## src/rtl/cache_pkg.sv

```systemverilog
// ----------------------------
// Blocking cache package
// Sizes, message types and the controller/datapath bundles
// ----------------------------
package cache_pkg;

  // Geometry
  localparam int NUM_LINES      = 16;
  localparam int LINE_BYTES     = 16;
  localparam int WORD_W         = 32;
  localparam int ADDR_W         = 32;
  localparam int LINE_W         = LINE_BYTES * 8;
  localparam int WORDS_PER_LINE = LINE_W / WORD_W;
  localparam int IDX_W          = $clog2(NUM_LINES);
  localparam int OFS_W          = $clog2(LINE_BYTES);
  localparam int WOFS_W         = $clog2(WORDS_PER_LINE);
  // Tag keeps every address bit above the line offset
  localparam int TAG_W          = ADDR_W - OFS_W;

  typedef enum logic [2:0] {
    MEM_READ  = 3'd0,
    MEM_WRITE = 3'd1,
    MEM_INIT  = 3'd2
  } mem_type_e;

  // ----------------------------
  // Requester and memory messages
  // ----------------------------
  typedef struct packed {
    mem_type_e          req_type;
    logic [ADDR_W-1:0]  addr;
    logic [WORD_W-1:0]  data;
  } cache_req_t;

  typedef struct packed {
    mem_type_e          resp_type;
    logic               hit;
    logic [WORD_W-1:0]  data;
  } cache_resp_t;

  // Address is line aligned, data only meaningful on writes
  typedef struct packed {
    mem_type_e          req_type;
    logic [ADDR_W-1:0]  addr;
    logic [LINE_W-1:0]  data;
  } mem_req_t;

  typedef struct packed {
    mem_type_e          resp_type;
    logic [LINE_W-1:0]  data;
  } mem_resp_t;

  // ----------------------------
  // Controller to datapath
  // ----------------------------
  typedef struct packed {
    logic                       cachereq_en;
    logic                       memresp_en;
    logic                       wdata_sel;        // 0 request word, 1 refill line
    logic                       tag_wen;
    logic                       data_ren;
    logic                       data_wen;
    logic [WORDS_PER_LINE-1:0]  word_wen;
    logic                       read_reg_en;
    logic                       evict_addr_en;
    logic                       memreq_addr_sel;  // 0 refill, 1 victim
  } ctrl_sig_t;

  // Datapath back to controller
  typedef struct packed {
    mem_type_e          req_type;
    logic [IDX_W-1:0]   idx;
    logic [WOFS_W-1:0]  word_ofs;
    logic               tag_match;
  } dpath_status_t;

endpackage

```

## src/rtl/cache_ctrl.sv

```systemverilog
// ----------------------------
// Blocking cache controller
// FSM, valid/dirty bits and the per-state control table
// ----------------------------
`timescale 1ns/1ps

module cache_ctrl
  import cache_pkg::*;
(
  input  logic           clk,
  input  logic           reset,

  input  logic           cachereq_val,
  output logic           cachereq_rdy,

  output logic           cacheresp_val,
  input  logic           cacheresp_rdy,

  output logic           memreq_val,
  input  logic           memreq_rdy,

  input  logic           memresp_val,
  output logic           memresp_rdy,

  input  dpath_status_t  status,
  output ctrl_sig_t      ctrl,
  output logic           resp_hit
);

  typedef enum logic [3:0] {
    ST_IDLE, ST_TAG_CHECK, ST_INIT_ACCESS, ST_READ_ACCESS, ST_WRITE_ACCESS,
    ST_REFILL_REQUEST, ST_REFILL_WAIT, ST_REFILL_UPDATE,
    ST_EVICT_PREPARE, ST_EVICT_REQUEST, ST_EVICT_WAIT, ST_WAIT
  } state_e;

  typedef enum logic [1:0] {D_KEEP, D_SET, D_CLR} dirty_act_e;

  state_e                     state;
  state_e                     state_next;
  logic [NUM_LINES-1:0]       valid;
  logic [NUM_LINES-1:0]       dirty;
  logic                       hit;

  logic                       hit_en;
  logic                       valid_set;
  dirty_act_e                 dirty_act;

  logic [NUM_LINES-1:0]       line_sel;
  logic [WORDS_PER_LINE-1:0]  word_sel;
  logic                       hit_now;

  assign line_sel = NUM_LINES'(1) << status.idx;
  // One word per access, full line only on refill
  assign word_sel = WORDS_PER_LINE'(1) << status.word_ofs;
  assign hit_now  = status.tag_match && (status.req_type != MEM_INIT) && valid[status.idx];
  assign resp_hit = hit;

  // ----------------------------
  // State and line bits
  // ----------------------------
  always_ff @(posedge clk) begin
    if (reset) begin
      state <= ST_IDLE;
      valid <= '0;
      dirty <= '0;
      hit   <= 1'b0;
    end else begin
      state <= state_next;
      // Line becomes valid once the response is taken
      if (valid_set && cacheresp_rdy)
        valid <= valid | line_sel;
      case (dirty_act)
        D_SET:   dirty <= dirty | line_sel;
        D_CLR:   dirty <= dirty & ~line_sel;
        default: dirty <= dirty;
      endcase
      if (hit_en)
        hit <= hit_now;
    end
  end

  always_comb begin
    state_next = state;
    case (state)
      ST_IDLE:           if (cachereq_val) state_next = ST_TAG_CHECK;
      ST_TAG_CHECK: begin
        if (status.req_type == MEM_INIT)
          state_next = ST_INIT_ACCESS;
        else if (hit_now)
          state_next = (status.req_type == MEM_WRITE) ? ST_WRITE_ACCESS : ST_READ_ACCESS;
        else if (dirty[status.idx])
          state_next = ST_EVICT_PREPARE;
        else
          state_next = ST_REFILL_REQUEST;
      end
      ST_INIT_ACCESS:    state_next = ST_WAIT;
      ST_READ_ACCESS:    state_next = ST_WAIT;
      ST_WRITE_ACCESS:   state_next = ST_WAIT;
      ST_REFILL_REQUEST: if (memreq_rdy) state_next = ST_REFILL_WAIT;
      ST_REFILL_WAIT:    if (memresp_val) state_next = ST_REFILL_UPDATE;
      ST_REFILL_UPDATE:
        state_next = (status.req_type == MEM_WRITE) ? ST_WRITE_ACCESS : ST_READ_ACCESS;
      ST_EVICT_PREPARE:  state_next = ST_EVICT_REQUEST;
      ST_EVICT_REQUEST:  if (memreq_rdy) state_next = ST_EVICT_WAIT;
      ST_EVICT_WAIT:     if (memresp_val) state_next = ST_REFILL_REQUEST;
      ST_WAIT:           if (cacheresp_rdy) state_next = ST_IDLE;
      default:           state_next = ST_IDLE;
    endcase
  end

  // ----------------------------
  // Control table
  // ----------------------------
  task automatic cs(
    input logic                       t_req_rdy,
    input logic                       t_resp_val,
    input logic                       t_mreq_val,
    input logic                       t_mresp_rdy,
    input logic                       t_req_en,
    input logic                       t_mresp_en,
    input logic                       t_wdata_sel,
    input logic                       t_tag_wen,
    input logic                       t_data_ren,
    input logic                       t_data_wen,
    input logic [WORDS_PER_LINE-1:0]  t_word_wen,
    input logic                       t_read_en,
    input logic                       t_evict_en,
    input logic                       t_addr_sel,
    input logic                       t_hit_en,
    input logic                       t_valid_set,
    input dirty_act_e                 t_dirty
  );
    cachereq_rdy         = t_req_rdy;
    cacheresp_val        = t_resp_val;
    memreq_val           = t_mreq_val;
    memresp_rdy          = t_mresp_rdy;
    ctrl.cachereq_en     = t_req_en;
    ctrl.memresp_en      = t_mresp_en;
    ctrl.wdata_sel       = t_wdata_sel;
    ctrl.tag_wen         = t_tag_wen;
    ctrl.data_ren        = t_data_ren;
    ctrl.data_wen        = t_data_wen;
    ctrl.word_wen        = t_word_wen;
    ctrl.read_reg_en     = t_read_en;
    ctrl.evict_addr_en   = t_evict_en;
    ctrl.memreq_addr_sel = t_addr_sel;
    hit_en               = t_hit_en;
    valid_set            = t_valid_set;
    dirty_act            = t_dirty;
  endtask

  always_comb begin
    case (state)
      //                  qr rv mv mr qe me ws tw dr dw wwen      rd ev as he vs dirty
      ST_IDLE:           cs(1, 0, 0, 0, 1, 0, 0, 0, 0, 0, 4'h0,     0, 0, 0, 0, 0, D_KEEP);
      ST_TAG_CHECK:      cs(0, 0, 0, 0, 0, 0, 0, 0, 0, 0, 4'h0,     0, 0, 0, 1, 0, D_KEEP);
      ST_INIT_ACCESS:    cs(0, 0, 0, 0, 0, 0, 0, 1, 0, 1, word_sel, 0, 0, 0, 0, 0, D_KEEP);
      ST_READ_ACCESS:    cs(0, 0, 0, 0, 0, 0, 0, 0, 1, 0, 4'h0,     1, 0, 0, 0, 0, D_KEEP);
      ST_WRITE_ACCESS:   cs(0, 0, 0, 0, 0, 0, 0, 0, 0, 1, word_sel, 0, 0, 0, 0, 0, D_SET);
      ST_REFILL_REQUEST: cs(0, 0, 1, 0, 0, 0, 0, 0, 0, 0, 4'h0,     0, 0, 0, 0, 0, D_KEEP);
      ST_REFILL_WAIT:    cs(0, 0, 0, 1, 0, 1, 0, 0, 0, 0, 4'h0,     0, 0, 0, 0, 0, D_KEEP);
      ST_REFILL_UPDATE:  cs(0, 0, 0, 0, 0, 0, 1, 1, 0, 1, 4'hf,     0, 0, 0, 0, 0, D_KEEP);
      ST_EVICT_PREPARE:  cs(0, 0, 0, 0, 0, 0, 0, 0, 1, 0, 4'h0,     1, 1, 0, 0, 0, D_CLR);
      ST_EVICT_REQUEST:  cs(0, 0, 1, 0, 0, 0, 0, 0, 0, 0, 4'h0,     0, 0, 1, 0, 0, D_KEEP);
      ST_EVICT_WAIT:     cs(0, 0, 0, 1, 0, 0, 0, 0, 0, 0, 4'h0,     0, 0, 1, 0, 0, D_KEEP);
      ST_WAIT:           cs(0, 1, 0, 0, 0, 0, 0, 0, 0, 0, 4'h0,     0, 0, 0, 0, 1, D_KEEP);
      default:           cs(0, 0, 0, 0, 0, 0, 0, 0, 0, 0, 4'h0,     0, 0, 0, 0, 0, D_KEEP);
    endcase
  end

endmodule

```

## src/rtl/cache_dpath.sv

```systemverilog
// ----------------------------
// Blocking cache datapath
// Request register, tag/data arrays and message builders
// ----------------------------
`timescale 1ns/1ps

module cache_dpath
  import cache_pkg::*;
(
  input  logic           clk,
  input  logic           reset,

  input  cache_req_t     cachereq,
  input  mem_resp_t      memresp,
  input  ctrl_sig_t      ctrl,
  input  logic           resp_hit,

  output dpath_status_t  status,
  output cache_resp_t    cacheresp,
  output mem_req_t       memreq
);

  cache_req_t          req_reg;
  logic [LINE_W-1:0]   refill_line;
  logic [LINE_W-1:0]   read_line;
  logic [ADDR_W-1:0]   evict_addr;

  logic [TAG_W-1:0]    tag_array  [NUM_LINES];
  logic [LINE_W-1:0]   data_array [NUM_LINES];

  logic [IDX_W-1:0]    idx;
  logic [WOFS_W-1:0]   word_ofs;
  logic [TAG_W-1:0]    req_tag;
  logic [TAG_W-1:0]    tag_rd;
  logic [LINE_W-1:0]   data_rd;
  logic [LINE_W-1:0]   wr_line;
  logic [ADDR_W-1:0]   refill_addr;

  // Address split of the registered request
  assign idx         = req_reg.addr[OFS_W +: IDX_W];
  assign word_ofs    = req_reg.addr[OFS_W-1 -: WOFS_W];
  assign req_tag     = req_reg.addr[ADDR_W-1 -: TAG_W];
  assign refill_addr = {req_tag, {OFS_W{1'b0}}};

  assign tag_rd  = tag_array[idx];
  assign data_rd = ctrl.data_ren ? data_array[idx] : '0;

  // Request word copied to every slot, word enables pick the one written
  assign wr_line = ctrl.wdata_sel ? refill_line : {WORDS_PER_LINE{req_reg.data}};

  // ----------------------------
  // Input registers
  // ----------------------------
  always_ff @(posedge clk) begin
    if (reset)
      req_reg <= '0;
    else if (ctrl.cachereq_en)
      req_reg <= cachereq;
  end

  always_ff @(posedge clk) begin
    if (ctrl.memresp_en)
      refill_line <= memresp.data;
  end

  // ----------------------------
  // Arrays
  // ----------------------------
  always_ff @(posedge clk) begin
    if (ctrl.tag_wen)
      tag_array[idx] <= req_tag;
  end

  always_ff @(posedge clk) begin
    if (ctrl.data_wen) begin
      for (int w = 0; w < WORDS_PER_LINE; w++) begin
        if (ctrl.word_wen[w])
          data_array[idx][w*WORD_W +: WORD_W] <= wr_line[w*WORD_W +: WORD_W];
      end
    end
  end

  // Line read for a response or for eviction, victim address from the old tag
  always_ff @(posedge clk) begin
    if (ctrl.read_reg_en)
      read_line <= data_rd;
    if (ctrl.evict_addr_en)
      evict_addr <= {tag_rd, {OFS_W{1'b0}}};
  end

  // ----------------------------
  // Status and outgoing messages
  // ----------------------------
  always_comb begin
    status.req_type  = req_reg.req_type;
    status.idx       = idx;
    status.word_ofs  = word_ofs;
    status.tag_match = (tag_rd == req_tag);
  end

  always_comb begin
    cacheresp.resp_type = req_reg.req_type;
    cacheresp.hit       = resp_hit;
    // Only reads return data
    if (req_reg.req_type == MEM_READ)
      cacheresp.data = read_line[word_ofs*WORD_W +: WORD_W];
    else
      cacheresp.data = '0;
  end

  always_comb begin
    if (ctrl.memreq_addr_sel) begin
      memreq.req_type = MEM_WRITE;
      memreq.addr     = evict_addr;
    end else begin
      memreq.req_type = MEM_READ;
      memreq.addr     = refill_addr;
    end
    memreq.data = read_line;
  end

endmodule

```

## src/rtl/blocking_cache.sv

```systemverilog
// ----------------------------
// Direct-mapped write-back blocking cache
// ----------------------------
`timescale 1ns/1ps

module blocking_cache
  import cache_pkg::*;
(
  input  logic         clk,
  input  logic         reset,

  // Requester side
  input  logic         cachereq_val,
  output logic         cachereq_rdy,
  input  cache_req_t   cachereq,

  output logic         cacheresp_val,
  input  logic         cacheresp_rdy,
  output cache_resp_t  cacheresp,

  // Memory side
  output logic         memreq_val,
  input  logic         memreq_rdy,
  output mem_req_t     memreq,

  input  logic         memresp_val,
  output logic         memresp_rdy,
  input  mem_resp_t    memresp
);

  ctrl_sig_t      ctrl;
  dpath_status_t  status;
  logic           resp_hit;

  cache_ctrl i_cache_ctrl (
    .clk           (clk),
    .reset         (reset),
    .cachereq_val  (cachereq_val),
    .cachereq_rdy  (cachereq_rdy),
    .cacheresp_val (cacheresp_val),
    .cacheresp_rdy (cacheresp_rdy),
    .memreq_val    (memreq_val),
    .memreq_rdy    (memreq_rdy),
    .memresp_val   (memresp_val),
    .memresp_rdy   (memresp_rdy),
    .status        (status),
    .ctrl          (ctrl),
    .resp_hit      (resp_hit)
  );

  cache_dpath i_cache_dpath (
    .clk       (clk),
    .reset     (reset),
    .cachereq  (cachereq),
    .memresp   (memresp),
    .ctrl      (ctrl),
    .resp_hit  (resp_hit),
    .status    (status),
    .cacheresp (cacheresp),
    .memreq    (memreq)
  );

endmodule

```

## config.mk

```make
export PLATFORM = sky130hd
export DESIGN_NAME = blocking_cache
export DESIGN_NICKNAME = d
export VERILOG_FILES = /design/src/rtl/cache_pkg.sv /design/src/rtl/cache_ctrl.sv /design/src/rtl/cache_dpath.sv /design/src/rtl/blocking_cache.sv
export SDC_FILE = /design/constraint.sdc
export NUM_CORES = 2
export LEC_CHECK = 0
export ABC_AREA = 1
export BUFFER_PORTS_ARGS = -buffer_cell sky130_fd_sc_hd__buf_2
export CAP_MARGIN = 20
export CORE_ASPECT_RATIO = 1.4
export CORE_MARGIN = 2
export CORE_UTILIZATION = 43
export DETAILED_ROUTE_END_ITERATION = 12
export GPL_ROUTABILITY_DRIVEN = 0
export PLACE_DENSITY_LB_ADDON = 0.15
export SLEW_MARGIN = 20
export SYNTH_ARGS = -nofsm -noshare
export SYNTH_HDL_FRONTEND = slang
export SYNTH_SLANG_ARGS = --single-unit
export TNS_END_PERCENT = 100
```

## constraint.sdc

```tcl
create_clock -name clk -period 17.39 [get_ports clk]
set_input_delay 3.478 -clock clk [delete_from_list [all_inputs] [get_ports clk]]
set_output_delay 3.478 -clock clk [all_outputs]
set_load 0.05 [all_outputs]
```

==> run metrics <==
Min-Delay Path Class=reg2reg; Critical Path End Type=output port; biggest regs=i_cache_dpath.data_array: 2048 flops, i_cache_dpath.tag_array: 448 flops; Setup Total Neg Slack=0 ns; post-CTS sizing=0; kind of critical path=reg2out; Slew Limit Fails=0; Hold Vio Cnt, Final=0; crit path cell chain=nand2_1 -> inv_2 -> buf_4 -> a22oi_1 -> a21oi_1 -> buf_2; GRT overflow=0; P&R area growth vs syn=13.5%; hold_buf cts=0; fin crit share=approximately 44%; Num CTS Buffers=288; # clock sinks=slightly below 3k; Worst-Margin Slew=1.25 ns; placed inst area=between 100000 and 150000 um^2; Antenna Violating Nets Remaining=0; Global Route Usage Sum=27.9%; YS warnings=0; register bit total from synthesis=between 2k and 3k; CTS tree=yes; routing usage on met2=44.1%; DR DRC count=0; M1 GR Usage=a little under two fifths; final worst clock skew=between 0.05 and 0.06 ns; Mapped Cells=around 8k; Setup Fix Bufs, Post-CTS=0; RSZ-0062 raised after global routing=false; detailed placement HPWL=just over 200000 um; Relative slew margins=approximately 17%; critical path arrival=between 4 and 5 ns; die area=around 260000 um^2; clk_lat worst skew=0.88 ns; core box area=256000 um^2; Leak=42.4 nW; Cell Rows=220; pin count of the biggest net entering global routing=between 150 and 200; die height=a little over 600 um; Routed WL=roughly 370000 um; status=finished, final reports clean; Max Clock Freq=about 0.13 GHz; CP Launch Type=register; # IOs=407; Biggest register=i_cache_dpath.data_array; Worst-path clk slew=0.06 ns; share of layout cells above drive strength 1=12.3%; CTS H-tree lvls=5; number of flip-flops in the largest register=slightly above 2k; post-synthesis cell type count=37; vias in the first global route=67.2k; Avg WL per Cell=a little over 30 um; Vias=70.7k; min Tclk post-route=roughly 7.6 ns; Slowest-stage cell, CP=a21oi_1; Die Wd=roughly 430 um; Initial DRC Count=8089; port bufs=around 400; Seq/Total Area, Yosys=77.5%; Vias/cell=roughly 6; clk buf depth=4; clock root buffer=clkbuf_16; Synth Area per Inst=13.8 um^2; Mapped Area=110000 um^2; cell family with most CP delay=compound AO/OA/AOI/OAI gates; Starting Density=43.1%; critical-path maximum fanout=33; Setup violations, final=0; max incr delay on CP=0.98 ns; Power Total=22.7 mW; grt met3 use=between 6 and 7%; Power Dens Cells=182 nW/um^2; Design Area, Final=between 100000 and 150000 um^2; CP bufs+invs=3; DR pass1 iterations=6; Max Cap Viol=0; CP required=around 14 ns; maximum VDD drop=~0.00016 V; Final #Nets=8597; initial antenna violation count=29; Layout fillers=22.2k; busiest grt layer=met2; first-pass GRT wire length=between 500000 and 600000 um
## synth_stat cells, drive strengths merged
| cell | instances | area share [%] |
|---|---|---|
| o21a | 11 | 0.075 |
| clkbuf | 342 | 1.2 |
| o21ai | 231 | 1.0 |
| or2 | 2 | 0.011 |
| nand2 | 1861 | 6.3 |
| a221oi | 2 | 0.016 |
| a21oi | 230 | 1.0 |
| o211ai | 143 | 0.97 |
| nand4 | 204 | 1.2 |
| a211oi | 1 | 0.0068 |
| nor2 | 323 | 1.1 |
| conb | 1 | 0.0034 |
| nand3 | 597 | 2.7 |
| a41oi | 22 | 0.17 |
| a22oi | 665 | 4.5 |
| ha | 1 | 0.011 |
| o22ai | 6 | 0.034 |
| edfxtp | 2780 | 76 |
| nor3 | 5 | 0.023 |
| a22o | 1 | 0.0079 |
| inv | 289 | 0.99 |
| dfxtp | 106 | 1.9 |
| a31oi | 44 | 0.25 |
| clkinv | 2 | 0.0068 |
| o311ai | 3 | 0.024 |
| buf | 158 | 0.80 |
## cell families (layout without fill, tap and decap cells)
family / Yosys count / after routing / share of synthesized area (%)
buf+inv: 791 / 1353 / 2.95
other cells: 1 / 28 / 0.00340
fa+ha+maj: 1 / 1 / 0.0113
flops: 2886 / 2886 / 77.5
simple gates: 2992 / 2992 / 11.3
compound gates: 1359 / 1359 / 8.17
## power by group
group | internal, mW | total [mW] | switching [mW]
combinational | 1.62 | 7.56 | 5.94
clock | 3.34 | 5.96 | 2.62
sequential | 8.86 | 9.22 | 0.357
## worst paths after layout
kind                                               from                          end  slack (ns)  cells past startpoint
worst max-delay path            i_cache_dpath.status[2]                cacheresp[12]        9.75                      6
worst min-delay path                           register                     register        0.46                      2
worst max register to register  i_cache_dpath.status[4]  i_cache_dpath.read_line[35]       12.26                      8
worst min register to register                 register                     register        0.46                      2
## metal layers
metal	wire [um]	vias to the layer above
met4	16100	10
met5	64	-
met1	146000	36063
met2	173000	3568
li1	-	30476
met3	36400	609
## cell usage in the layout, fill, tap and decap left out, drive strengths merged, types with 15 or more instances in the layout
| cell type | synthesis | routed |
|---|---|---|
| nand2 | 1861 | 1861 |
| diode | 0 | 22 |
| clkinv | 2 | 107 |
| o21ai | 231 | 231 |
| nand3 | 597 | 597 |
| o211ai | 143 | 143 |
| clkbuf | 342 | 361 |
| inv | 289 | 299 |
| a21oi | 230 | 230 |
| nor2 | 323 | 323 |
| dfxtp | 106 | 106 |
| buf | 158 | 567 |
| edfxtp | 2780 | 2780 |
| bufinv | 0 | 15 |
| a41oi | 22 | 22 |
| a22oi | 665 | 665 |
| nand4 | 204 | 204 |
| a31oi | 44 | 44 |
## per-stage QoR
step | utilization [%] | setup WS, ns | hold slack (ns) | instances
after floorplan | - | 6.89 | 0.424 | 8035
after global placement | 45.5 | 10.81 | 0.439 | 11432
after detailed placement | 45.5 | 10.86 | 0.446 | 11432
after CTS | 48.9 | 9.92 | 0.455 | 11927
after global routing | 48.9 | 9.78 | 0.479 | 11931
final | 48.9 | 9.75 | 0.455 | 11949
## worst reg2reg max path: stages, from the launching register on
cell	delay, ns
dfxtp_1	0.83
nand2_1	0.52
inv_8	0.80
buf_12	0.77
buf_4	1.06
a22oi_1	0.26
a31oi_1	0.21
o21ai_0	0.13
a21oi_1	0.34
## cell type report
type                       count  area [um^2]  area share, %
clock buffer                 361         7660           6.11
timing repair buffer         567         3360           2.68
inverter                     291         1140          0.908
antenna                       22         55.1         0.0439
multi-input combinational   4358        22200           17.7
clock inverter               134         1090          0.871
sequential                  2886        85600           68.3
tap                         3330         4170           3.33
(Power assumes the default switching activity.)
